## src/logic/core_config.svh

```systemverilog
`ifndef CORE_CONFIG_SVH
`define CORE_CONFIG_SVH

// ~~~~~~~~~~~~~~~~~~~~~~~~~~~~~~~~~~~~~~~~~~~~~~~~~~~~~~~~~
// Datapath widths of the core.
// ~~~~~~~~~~~~~~~~~~~~~~~~~~~~~~~~~~~~~~~~~~~~~~~~~~~~~~~~~

// operand and result word.
`define DATA_WIDTH    32
// pc and branch or jump target.
`define ADDR_WIDTH    32
// destination register index.
`define REG_IDX_WIDTH 5
// major opcode field of the instruction.
`define OPCODE_WIDTH  7

`endif
```

## src/logic/core_pkg.sv

```systemverilog
`include "core_config.svh"

package core_pkg;

  // ~~~~~~~~~~~~~~~~~~~~~~~~~~~~~~~~~~~~~~~~~~~~~~~~~~~~~~~~~
  // Field types
  // ~~~~~~~~~~~~~~~~~~~~~~~~~~~~~~~~~~~~~~~~~~~~~~~~~~~~~~~~~
  typedef logic [`DATA_WIDTH-1:0]    data_t;
  typedef logic [`ADDR_WIDTH-1:0]    addr_t;
  typedef logic [`REG_IDX_WIDTH-1:0] reg_idx_t;
  typedef logic [`OPCODE_WIDTH-1:0]  opcode_t;
  typedef logic [2:0]                funct3_t;
  typedef logic [6:0]                funct7_t;
  typedef logic                      access_size_t;

  localparam access_size_t BYTE = 1'b0;
  localparam access_size_t WORD = 1'b1;

  // ~~~~~~~~~~~~~~~~~~~~~~~~~~~~~~~~~~~~~~~~~~~~~~~~~~~~~~~~~
  // RV32I major opcodes
  // ~~~~~~~~~~~~~~~~~~~~~~~~~~~~~~~~~~~~~~~~~~~~~~~~~~~~~~~~~
  localparam opcode_t OP_R      = 7'b0110011;
  localparam opcode_t OP_IMM    = 7'b0010011;
  localparam opcode_t OP_LOAD   = 7'b0000011;
  localparam opcode_t OP_STORE  = 7'b0100011;
  localparam opcode_t OP_BRANCH = 7'b1100011;
  localparam opcode_t OP_JAL    = 7'b1101111;
  localparam opcode_t OP_AUIPC  = 7'b0010111;

  // branch conditions, unsigned compares are not supported.
  localparam funct3_t F3_BEQ = 3'b000;
  localparam funct3_t F3_BNE = 3'b001;
  localparam funct3_t F3_BLT = 3'b100;
  localparam funct3_t F3_BGE = 3'b101;

endpackage : core_pkg

```

## src/logic/alu_stage.sv

```systemverilog
`timescale 1ns/10ps

module alu_stage (
  input  logic                   clk_i,
  input  logic                   rst_i,
  input  logic                   valid_i,
  input  logic                   mem_stall_i,
  input  core_pkg::data_t        data_a_i,
  input  core_pkg::data_t        data_b_i,
  input  core_pkg::data_t        offset_i,
  input  core_pkg::addr_t        pc_i,
  input  core_pkg::opcode_t      opcode_i,
  input  core_pkg::funct3_t      funct3_i,
  input  core_pkg::funct7_t      funct7_i,
  input  core_pkg::reg_idx_t     rd_i,
  output logic                   is_instr_wbalu_o,
  output logic                   instr_finishes_o,
  output logic                   branch_taken_o,
  output logic                   is_jump_o,
  output core_pkg::reg_idx_t     wr_reg_o,
  output core_pkg::data_t        data_to_reg_o,
  output core_pkg::addr_t        pc_branch_offset_o,
  output core_pkg::addr_t        jump_address_o,
  output logic                   mem_valid_o,
  output logic                   mem_reg_wr_en_o,
  output logic                   mem_is_load_o,
  output logic                   mem_is_store_o,
  output core_pkg::data_t        mem_alu_result_o,
  output core_pkg::data_t        mem_rs2_data_o,
  output core_pkg::reg_idx_t     mem_wr_reg_o,
  output core_pkg::access_size_t mem_access_size_o
);

  import core_pkg::*;

  logic         is_r;
  logic         is_imm;
  logic         is_load;
  logic         is_store;
  logic         is_branch;
  logic         is_jal;
  logic         is_auipc;
  logic         branch_en;
  data_t        alu_a;
  data_t        alu_b;
  data_t        alu_result;
  addr_t        target;
  access_size_t access_size_d;

  // ~~~~~~~~~~~~~~~~~~~~~~~~~~~~~~~~~~~~~~~~~~~~~~~~~~~~~~~~~
  // Opcode decode and strobes
  // ~~~~~~~~~~~~~~~~~~~~~~~~~~~~~~~~~~~~~~~~~~~~~~~~~~~~~~~~~
  assign is_r      = (opcode_i == OP_R);
  assign is_imm    = (opcode_i == OP_IMM);
  assign is_load   = (opcode_i == OP_LOAD);
  assign is_store  = (opcode_i == OP_STORE);
  assign is_branch = (opcode_i == OP_BRANCH);
  assign is_jal    = (opcode_i == OP_JAL);
  assign is_auipc  = (opcode_i == OP_AUIPC);

  assign is_instr_wbalu_o = valid_i && (is_r || is_imm || is_jal || is_auipc);
  assign instr_finishes_o = valid_i && (is_r || is_imm || is_jal || is_auipc || is_branch);
  assign is_jump_o        = valid_i && is_jal;
  assign branch_en        = valid_i && is_branch;

  // loads and stores move on to memory and finish there.
  assign access_size_d = (funct3_i == 3'b000) ? BYTE : WORD;

  always_comb begin : steer
    alu_a = data_a_i;
    alu_b = data_b_i;
    case (opcode_i)
      OP_JAL: begin
        alu_a = data_t'(pc_i);
        alu_b = data_t'(4);  // link address is pc + 4.
      end
      OP_AUIPC: begin
        alu_a = data_t'(pc_i);
        alu_b = offset_i;
      end
      OP_IMM, OP_LOAD, OP_STORE: begin
        alu_b = offset_i;
      end
      default: begin
        alu_b = data_b_i;
      end
    endcase
  end

  alu alu_i (
    .opcode_i (opcode_i),
    .funct3_i (funct3_i),
    .funct7_i (funct7_i),
    .a_i      (alu_a),
    .b_i      (alu_b),
    .result_o (alu_result)
  );

  branch_unit branch_unit_i (
    .branch_i (branch_en),
    .funct3_i (funct3_i),
    .a_i      (data_a_i),
    .b_i      (data_b_i),
    .pc_i     (pc_i),
    .offset_i (offset_i),
    .taken_o  (branch_taken_o),
    .target_o (target)
  );

  assign wr_reg_o           = rd_i;
  assign data_to_reg_o      = alu_result;
  assign pc_branch_offset_o = target;
  assign jump_address_o     = target;  // JAL uses the same pc-relative target.

  // ~~~~~~~~~~~~~~~~~~~~~~~~~~~~~~~~~~~~~~~~~~~~~~~~~~~~~~~~~
  // Execute/memory register
  // ~~~~~~~~~~~~~~~~~~~~~~~~~~~~~~~~~~~~~~~~~~~~~~~~~~~~~~~~~
  always_ff @(posedge clk_i) begin : ctrl_regs
    if (!rst_i) begin
      mem_valid_o     <= 1'b0;
      mem_reg_wr_en_o <= 1'b0;
      mem_is_load_o   <= 1'b0;
      mem_is_store_o  <= 1'b0;
    end else if (!mem_stall_i) begin
      mem_valid_o     <= valid_i && (is_load || is_store);
      mem_reg_wr_en_o <= valid_i && is_load;
      mem_is_load_o   <= is_load;
      mem_is_store_o  <= is_store;
    end
  end

  always_ff @(posedge clk_i) begin : data_regs
    if (!mem_stall_i) begin
      mem_alu_result_o  <= alu_result;  // address of the access.
      mem_rs2_data_o    <= data_b_i;
      mem_wr_reg_o      <= rd_i;
      mem_access_size_o <= access_size_d;
    end
  end

  a_load_store_excl : assert property (@(posedge clk_i) disable iff (!rst_i)
    !(mem_is_load_o && mem_is_store_o))
    else $error("alu_stage: memory op flagged as both load and store.");

endmodule : alu_stage

```

## src/logic/branch_unit.sv

```systemverilog
`timescale 1ns/10ps

module branch_unit (
  input  logic              branch_i,
  input  core_pkg::funct3_t funct3_i,
  input  core_pkg::data_t   a_i,
  input  core_pkg::data_t   b_i,
  input  core_pkg::addr_t   pc_i,
  input  core_pkg::data_t   offset_i,
  output logic              taken_o,
  output core_pkg::addr_t   target_o
);

  import core_pkg::*;

  logic is_equal;
  logic is_less;

  assign is_equal = (a_i == b_i);
  assign is_less  = ($signed(a_i) < $signed(b_i));

  always_comb begin : decide
    taken_o = 1'b0;
    if (branch_i) begin
      case (funct3_i)
        F3_BEQ:  taken_o = is_equal;
        F3_BNE:  taken_o = !is_equal;
        F3_BLT:  taken_o = is_less;
        F3_BGE:  taken_o = !is_less;
        default: taken_o = 1'b0;
      endcase
    end
  end

  // branches and JAL both target pc plus the sign-extended offset.
  assign target_o = pc_i + addr_t'(offset_i);

  always_comb begin : check_taken
    if (!branch_i) begin
      assert final (!taken_o)
        else $error("branch_unit: taken raised without a valid branch.");
    end
  end

endmodule : branch_unit

```

## src/logic/alu.sv

```systemverilog
`timescale 1ns/10ps

module alu (
  input  core_pkg::opcode_t opcode_i,
  input  core_pkg::funct3_t funct3_i,
  input  core_pkg::funct7_t funct7_i,
  input  core_pkg::data_t   a_i,
  input  core_pkg::data_t   b_i,
  output core_pkg::data_t   result_o
);

  import core_pkg::*;

  logic [4:0] shamt;
  logic       use_funct3;
  logic       alt_op;

  assign shamt      = b_i[4:0];
  assign use_funct3 = (opcode_i == OP_R) || (opcode_i == OP_IMM);  // other classes just add.
  assign alt_op     = funct7_i[5];  // selects sub and sra.

  always_comb begin : compute
    result_o = a_i + b_i;
    if (use_funct3) begin
      case (funct3_i)
        3'b000: begin
          // addi has immediate bits in funct7, so only R-type may subtract.
          if ((opcode_i == OP_R) && alt_op) begin
            result_o = a_i - b_i;
          end
        end
        3'b001: begin
          result_o = a_i << shamt;
        end
        3'b010: begin
          result_o = data_t'($signed(a_i) < $signed(b_i));
        end
        3'b011: begin
          result_o = data_t'(a_i < b_i);
        end
        3'b100: begin
          result_o = a_i ^ b_i;
        end
        3'b101: begin
          if (alt_op) begin
            result_o = $signed(a_i) >>> shamt;
          end else begin
            result_o = a_i >> shamt;
          end
        end
        3'b110: begin
          result_o = a_i | b_i;
        end
        default: begin
          result_o = a_i & b_i;
        end
      endcase
    end
  end

  // ~~~~~~~~~~~~~~~~~~~~~~~~~~~~~~~~~~~~~~~~~~~~~~~~~~~~~~~~~
  // Checks on the decoded fields
  // ~~~~~~~~~~~~~~~~~~~~~~~~~~~~~~~~~~~~~~~~~~~~~~~~~~~~~~~~~
  always_comb begin : check_funct7
    if (opcode_i == OP_R) begin
      assert final ((funct7_i == 7'h00) || (funct7_i == 7'h20))
        else $error("alu: funct7 %h is not legal for an R-type op.", funct7_i);
    end
  end

endmodule : alu

```

## config.mk

```make
export PLATFORM = sky130hd
export DESIGN_NAME = alu_stage
export DESIGN_NICKNAME = d
export VERILOG_FILES = /design/src/logic/core_pkg.sv /design/src/logic/alu_stage.sv /design/src/logic/branch_unit.sv /design/src/logic/alu.sv
export VERILOG_INCLUDE_DIRS = /design/src /design/src/logic
export SDC_FILE = /design/constraint.sdc
export NUM_CORES = 1
export LEC_CHECK = 0
export ABC_AREA = 1
export BUFFER_PORTS_ARGS = -buffer_cell sky130_fd_sc_hd__buf_2
export CAP_MARGIN = 5
export CORE_MARGIN = 2
export CORE_UTILIZATION = 52
export CTS_CLUSTER_DIAMETER = 60
export DETAILED_ROUTE_END_ITERATION = 10
export PLACE_DENSITY = 0.79
export SETUP_SLACK_MARGIN = 0.02
export SYNTH_ARGS = -nofsm -noshare
export SYNTH_HDL_FRONTEND = slang
export SYNTH_SLANG_ARGS = --single-unit
```

## constraint.sdc

```tcl
create_clock -name clk_i -period 3.9 [get_ports clk_i]
set_input_delay 0.39 -clock clk_i [delete_from_list [all_inputs] [get_ports clk_i]]
set_output_delay 0.39 -clock clk_i [all_outputs]
set_load 0.005 [all_outputs]
```

==> qor.csv, run 1 <==
metric,value,unit
synth_area,0.01623,sq mm
place_hpwl,72610,microns
synth_edf_count,70,
port_buffers,326,
worstEndpointGrtRepair,data_to_reg_o[27],
ys_top_cells_by_count,"nand2_1, nand3_1, inv_1",
place.gp.congestion,1.164,
yosys_warnings,0,
grtUsageTotal,69.90,%
synth_top_area_share,17.00,%
ys_seq_area_share,13.45,%
status,stopped before the end,
synth_area_leaders,"nand2_1, edfxtp_1, ha_1",
endpoint_type,output port,
cts_sinks,74,
cts_buffers,9,
synth_seq_cells,74,
io_pins,333,
grt_max_degree,54,
ys.flop_type,edfxtp_1,
place_ws,-0.4770,ns
dpl.cell_count,3895,
lastStage,global routing,
cts_root_buffer,clkbuf_16,
dieHeight,180.7,microns
synth.distinct_cells,55,
syn-num-nets,3119,
std_cell_rows,64,
overflow,116,
syn_inst,2804,
clockBufferDepth,2,
start_util,52.92,%
yosysMostFrequentCell,nand2_1,
die_w,180.7,microns
postSynthAreaPerCell,5.788,sq um
synth_top_area_cell,nand2_1,
async_flop_share,0,%
htreeDepth,3,
hold_buffers,0,
toolErrorMsg,[ERROR GRT-0232] Routing congestion too high. Check the congestion heatmap in the GUI.,
==> routing by layer <==
layer	GRT overflow	GRT usage [%]
met1	1	70.34
met2	61	91.19
met3	0	49.27
met4	54	66.74
met5	0	22.81
==> cell families after synthesis <==
family	count (synthesis)	share of synthesized area, %
compound gates	499	18.16
xor+xnor	47	2.536
flops	74	13.45
buf+inv	547	14.49
fa+ha+maj	161	12.46
simple gates	1476	38.90
==> stage by stage <==
| stage | utilization [%] | hold slack (ns) | cell area, sq um |
|---|---|---|---|
| after detailed placement | 70.17 | 0.4546 | 21520 |
| after CTS | 74.56 | 0.1836 | 22870 |
| after global placement | 70.17 | 0.4449 | 21520 |
| after floorplan | - | 0.4561 | 16230 |
==> timing repair <==
| item | 4_1_cts |
|---|---|
| resized for setup | 241 |
| buffers inserted | 9 |
| endpoints found under the setup margin | 30 |
| pin swaps | 35 |
| gates cloned | 1 |
==> run 2, diff against run 1 <==
CORE_UTILIZATION = 40   (was 52)
CTS_CLUSTER_DIAMETER = unset   (was 60)
PLACE_DENSITY = unset   (was 0.79)
PLACE_DENSITY_LB_ADDON = 0.15   (was unset)
SETUP_SLACK_MARGIN = unset   (was 0.02)
clock period = 5.1 ns   (was 3.9 ns; I/O delays follow)
==> run 2 against run 1 <==
Effect of this change:
- the run now ends clean
- area after synthesis did not move
- synthesized cell count unchanged
==> qor.csv, run 2 <==
metric,value,unit,change
yosys_warnings,0,,unchanged
htreeDepth,3,,unchanged
grt_pass1_vias,20170,,
io_pins,333,,unchanged
clockBufferDepth,2,,unchanged
wire_per_inst,24.62,microns,
synth_compound_area_share,18.16,%,unchanged
ys_seq_area_share,13.45,%,unchanged
mostFrequentLayoutCells,"nand2_1, nand3_1, inv_1",,
cap_violations,0,,
synth.distinct_cells,55,,unchanged
grtUsageTotal,41.63,%,
rsz0062_at_grt,yes,,
die_w,205.4,microns,+14%
cts_buffers,9,,unchanged
grt_pass1_wl,128400,microns,
worstHoldPathType,in -> reg,,
crit_type,in -> out,,
num_vias,21380,,
slowest_stage,ha_1,,
nets,3403,,
crit_chain,"buf_2, inv_1, nand2_1, nor2_2, nand2_2, nand2_2, buf_12, o21a_1, inv_1, ha_1, a21oi_1, inv_1, a31oi_2, o21ai_0, a21oi_1, nand2_1, nor2_1, nor2_1, nand2_1, nand3_1, nand3_1, nand2_1, nand2_1, buf_2",,
cts_root_buffer,clkbuf_16,,
dieArea,0.04220,sq mm,
synth_top_family_by_area,simple AND/OR/NAND/NOR gates,,
drt_first_pass_iters,6,,
clkLatencyLatePin,0.38,ns,
r2r_start,mem_is_store_o,,
hold_depth,1,,
synth_area_leaders,"nand2_1, edfxtp_1, ha_1",,
cts.reportedPaths.clkPinSlew,0.07,ns,
post-route-min-period,4.992,ns,
timing.final.crit_share,97.88,%,
slowest_delay,0.36,ns,
critPathRequiredTime,4.59,ns,
p_per_area,212.2,mW/mm^2,
wl,89210,microns,
crit_path_start_kind,input pin,,
ys_top_cells_by_count,"nand2_1, nand3_1, inv_1",,
drt_iter0_drc,2701,,
syn2layout_area_growth,16.71,%,
syn_inst,2804,,unchanged
drt-vias-per-instance,5.900,,
rrSetupSlack,4.43,ns,
final_util,47.46,%,
finClkSkew,0,ns,
place_hpwl,75000,microns,+3.3%
synth_mux_area_share,0,%,unchanged
ff2ff_path_depth,2,,
max_freq,200.3,MHz,
syn-num-nets,3119,,unchanged
largestRegisters,"mem_alu_result_o x32, mem_rs2_data_o x32, mem_wr_reg_o x5",,
cts_resized,0,,-100%
drive_gt1_share,18.46,%,
layout_commonest_cell,nand2_1,,
drv_slew,0,,
ant_nets,0,,
setup_viol,0,,
dieHeight,205.4,microns,+14%
core-area,0.03991,sq mm,
synth_seq_cells,74,,unchanged
synth_top_area_cell,nand2_1,,
cts_sinks,74,,unchanged
synth-adder-area-share,12.46,%,unchanged
drc,0,,
tightest_slew,0.7764,ns,
relSlewSlack,48.24,%,
std_cell_rows,73,,+14%
antenna_found_initial,6,,
p_leak,10.09,nW,
postSynthAreaPerCell,5.788,sq um,unchanged
hold_viol,0,,
crit_path_end_kind,output pin,,
synth_edf_count,70,,unchanged
arrival,4.48,ns,
port_buffers,326,,unchanged
grt_max_degree,75,,
start_util,40.66,%,-12 points
crit_fanout,36,,
synth_area,0.01623,sq mm,unchanged
synth_xor_xnor_area_share,2.536,%,unchanged
async_flop_share,0,%,unchanged
r2r-end,mem_is_store_o,,
status,"finished, final reports clean",,
tritoncts,yes,,
synth_top_area_share,17.00,%,unchanged
hp-start,data_b_i[28],,
holdPathEnd,mem_rs2_data_o[28],,
post_cts_buffers,0,,-9
synth-simple-area-share,38.90,%,unchanged
vdd_drop_max,0.1853,mV,
ys.flop_type,edfxtp_1,,
finalPower,0.004020,W,
yosysMostFrequentCell,nand2_1,,
place.gp.congestion,1.078,,-7.4%
hold_buffers,0,,unchanged
overflow,0,,
crit_top_cell,nand2_1,,
[run 2: cell counts after synthesis]
No cell type changed its count.
[run 2: worst max-delay path by stage]
| stage | to | cells after the start | from |
|---|---|---|---|
| 2_1_floorplan | data_to_reg_o[30] | 26 | opcode_i[6] |
| 3_3_place_gp | data_to_reg_o[6] | 23 | opcode_i[4] |
| 3_5_place_dp | data_to_reg_o[6] | 23 | opcode_i[4] |
| 4_1_cts | data_to_reg_o[6] | 23 | opcode_i[4] |
| 5_1_grt | data_to_reg_o[30] | 29 | opcode_i[6] |
| 6_report | data_to_reg_o[19] | 24 | opcode_i[4] |
[run 2: cell families (layout without fill, tap and decap cells)]
logic type / count (synthesis) / after routing
fa+ha+maj: 161 / 161
buf+inv: 547 / 836
flops: 74 / 74
other cells: 0 / 5
compound gates: 499 / 499
simple gates: 1476 / 1476
xor+xnor: 47 / 47
[run 2: worst max-delay path: cells and delay by family]
family / cells / cell delay (ns)
and+or+nand+nor: 12 / 1.52
AOI/OAI and AO/OA: 5 / 1.26
adders and majority gates: 1 / 0.36
buffers and inverters: 6 / 0.80
[run 2: per-layer routing]
metal  track usage [%]  part of all wire [%]
met3             8.204                   9.9
met1             52.73                    40
met4             20.84                   5.9
met5                 0                 0.015
met2             67.24                    45
[run 2: area by class of cell]
cell class | count | area, sq um
Timing Repair Buffer | 431 | 2511
Fill cell | 4381 | 20970
Inverter | 389 | 1461
Sequential cell | 74 | 2182
Antenna cell | 5 | 12.51
Clock buffer | 9 | 225.2
Multi-Input combinational cell | 2183 | 11820
Tap cell | 525 | 656.9
Clock inverter | 7 | 77.57
[run 2: metrics by stage]
stage,area (sq um),setup WS (ns),instances,hold slack (ns),TNS (ns)
2_1_floorplan,16230,1.102,2804,0.4561,0
3_3_place_gp,18530,0.06096,3602,0.4459,0
3_5_place_dp,18530,0.07907,3602,0.4600,0
4_1_cts,18830,0.07056,3618,0.2974,0
5_1_grt,18930,-0.08182,3619,0.2996,-0.1887
6_report,18940,0.1081,3623,0.3060,0
[run 2: where the power goes]
group / switching, W / internal (W)
Combinational: 0.00171 / 0.000837
Sequential: 0.0000164 / 0.000755
Clock: 0.000320 / 0.000381
Power figures use the tool's default switching activity.
==> run 3, diff against run 2 <==
REMOVE_ABC_BUFFERS = 1   (was unset)
SYNTH_HIERARCHICAL = 1   (was unset)
==> run 3 against run 2 <==
Effect of this change:
- synthesized cell count up 11%
- area after synthesis up 6.6%
- die area up 6.5%
- first-iteration DRC count down 18%
- global-route usage down 4.4 points
- sequential cell count unchanged
- non-clock buffer count down 39
- via count up 2.8%
- largest power group unchanged
==> qor.csv, run 3 <==
metric,value,unit,change
status,"finished, final reports clean",,
tritoncts,yes,,
clockBufferDepth,2,,unchanged
ys.flop_type,edfxtp_1,,
synth_edf_count,70,,unchanged
rrSetupSlack,4.24,ns,-0.19 ns
arrival,4.33,ns,-0.15 ns
synth.distinct_cells,54,,-1.8%
mostFrequentLayoutCells,"nand2_1, nand3_1, inv_1",,
num_vias,21970,,+2.8%
layout_commonest_cell,nand2_1,,
critPathRequiredTime,4.59,ns,about the same
r2r_start,mem_reg_wr_en_o,,
drt_first_pass_iters,6,,unchanged
relSlewSlack,42.32,%,-5.9 points
std_cell_rows,76,,+4.1%
drv_slew,0,,unchanged
crit_path_end_kind,output pin,,
clkLatencyLatePin,0.39,ns,about the same
syn_inst,3120,,+11%
nets,3670,,+7.8%
grtUsageTotal,37.18,%,-4.4 points
post-route-min-period,4.844,ns,-0.1478 ns
crit_fanout,17,,-53%
crit_path_start,opcode_i[5],,
synth_mux_area_share,0.1157,%,+0.12 points
holdWs,0.3007,ns,-0.005350 ns
synth_seq_cells,74,,unchanged
synth_xor_xnor_area_share,2.177,%,-0.36 points
ff2ff_path_depth,3,,+1
timing.final.crit_share,94.98,%,-2.9 points
yosys_warnings,6,,+6
grt_max_degree,75,,unchanged
largestRegisters,"mem_alu_result_o x32, mem_rs2_data_o x32, mem_wr_reg_o x5",,
synth_compound_area_share,12.88,%,-5.3 points
synth_top_family_by_area,simple AND/OR/NAND/NOR gates,,
tightest_slew,0.8606,ns,+0.08420 ns
layout.area.seq,0.002182,sq mm,unchanged
port_buffers,326,,unchanged
overflow,0,,unchanged
drc,0,,unchanged
rsz0062_at_grt,no,,
cts_sinks,74,,unchanged
wl,84630,microns,-5.1%
cts_root_buffer,clkbuf_16,,
crit_path_end,data_to_reg_o[10],,
hold_viol,0,,unchanged
antenna_found_initial,1,,-5
syn2layout_area_growth,12.79,%,
die_w,212.0,microns,+3.2%
synth-adder-area-share,11.92,%,-0.54 points
postSynthAreaPerCell,5.545,sq um,-4.2%
drt_iter0_drc,2222,,-18%
synth_area,0.01730,sq mm,+6.6%
p_leak,10.99,nW,+8.9%
htreeDepth,3,,unchanged
fillers,4809,,+9.8%
vdd_drop_max,0.1518,mV,-18%
crit_path_start_kind,input pin,,
place.gp.congestion,1.059,,-1.8%
io_pins,333,,unchanged
multi_input_area,0.01257,sq mm,+6.4%
drt-vias-per-instance,5.572,,-5.6%
cts_buffers,9,,unchanged
cts.reportedPaths.clkPinSlew,0.06,ns,about the same
core-area,0.04289,sq mm,+7.4%
grt_pass1_vias,20770,,+3.0%
dieHeight,212.0,microns,+3.2%
grt_pass1_wl,124100,microns,-3.3%
tns,0,ns,unchanged
ys_top_cells_by_count,"nand2_1, nand3_1, inv_1",,
max_freq,206.4,MHz,+3.1%
yosysMostFrequentCell,nand2_1,,
synth_top_area_cell,nand2_1,,
place_hpwl,70680,microns,-5.8%
cap_violations,0,,unchanged
finClkSkew,0,ns,unchanged
synth-simple-area-share,45.45,%,+6.6 points
async_flop_share,0,%,unchanged
start_util,40.34,%,-0.32 points
r2r-end,mem_reg_wr_en_o,,
synth_area_leaders,"nand2_1, edfxtp_1, nand3_1",,
drive_gt1_share,14.30,%,-4.2 points
p_per_area,194.8,mW/mm^2,-8.2%
ant_nets,0,,unchanged
wire_per_inst,21.46,microns,-13%
synth_top_area_share,23.89,%,+6.9 points
ys_seq_area_share,12.61,%,-0.83 points
setup_viol,0,,unchanged
crit_type,in -> out,,
worstHoldPathType,in -> reg,,
dieArea,0.04493,sq mm,+6.5%
[run 3: critical path, cell delays in order]
cell,delay (ns)
buf_2,0.20
nand2_1,0.12
nor2_2,0.14
nand2_2,0.11
nand2_4,0.23
buf_4,0.17
nand2_1,0.05
nand2_1,0.26
inv_1,0.19
ha_1,0.49
nand2_1,0.23
inv_1,0.09
nand2_1,0.08
nand2_1,0.09
nand3b_1,0.35
nand2_1,0.13
inv_1,0.05
o21ai_0,0.27
nand3_1,0.12
nand4_1,0.13
nand2_1,0.06
nand2_1,0.11
buf_2,0.13
[run 3: worst min path at each step]
stage | startpoint | cells after the start | slack, ns | to
2_1_floorplan | mem_is_load_o | 2 | 0.46 | mem_is_load_o
3_3_place_gp | mem_is_load_o | 2 | 0.47 | mem_is_load_o
3_5_place_dp | mem_is_load_o | 2 | 0.49 | mem_is_load_o
4_1_cts | rd_i[0] | 1 | 0.29 | mem_wr_reg_o[0]
5_1_grt | rd_i[0] | 1 | 0.29 | mem_wr_reg_o[0]
6_report | rd_i[0] | 1 | 0.30 | mem_wr_reg_o[0]
[run 3: kinds of logic after synthesis]
kind of cell / after synthesis
buffers and inverters: 592
and+or+nand+nor: 1864
muxes: 2
adders and majority gates: 163
AOI/OAI and AO/OA: 382
xor gates and xnor gates: 43
DFF: 74
[run 3: report_power, final]
part           switching, W  total (W)  internal [W]
clock network      0.000332   0.000654      0.000322
logic               0.00160    0.00238      0.000777
registers         0.0000147   0.000767      0.000752
total               0.00195    0.00380       0.00185
[run 3: final cells by class]
| type | count | share of cell area (%) |
|---|---|---|
| Clock buffer | 9 | 1.154 |
| Inverter | 422 | 8.124 |
| Antenna cell | 1 | 0.01282 |
| Clock inverter | 6 | 0.1795 |
| Sequential cell | 74 | 11.18 |
| Tap cell | 585 | 3.751 |
| Multi-Input combinational cell | 2454 | 64.44 |
| Timing Repair Buffer | 392 | 11.16 |
[run 3: repair_timing]
item | in CTS | in global routing
setup endpoints to repair | 0 | 7
buffers inserted | 0 | 0
hold buffers | 0 | 0
gates resized for setup | 0 | 3
[run 3: per-stage QoR]
| step | util, % | area (sq um) | instances | worst slack, ns | total power (W) |
|---|---|---|---|---|---|
| floorplan | - | 16320 | 2950 | -1.528 | 0.002146 |
| global placement | 44.86 | 19240 | 3927 | 0.3359 | 0.003088 |
| detailed placement | 44.86 | 19240 | 3927 | 0.2752 | 0.003096 |
| CTS | 45.47 | 19500 | 3942 | 0.2679 | 0.003756 |
| global route | 45.49 | 19510 | 3942 | 0.06094 | 0.004056 |
| finish | 45.50 | 19510 | 3943 | 0.2559 | 0.003802 |
[run 3: routing by layer]
metal  GRT usage [%]  wire length (microns)
met1           49.81                  36120
met2           58.76                  37040
met3           5.066                   7153
met4           17.95                   4313
met5               0                      0
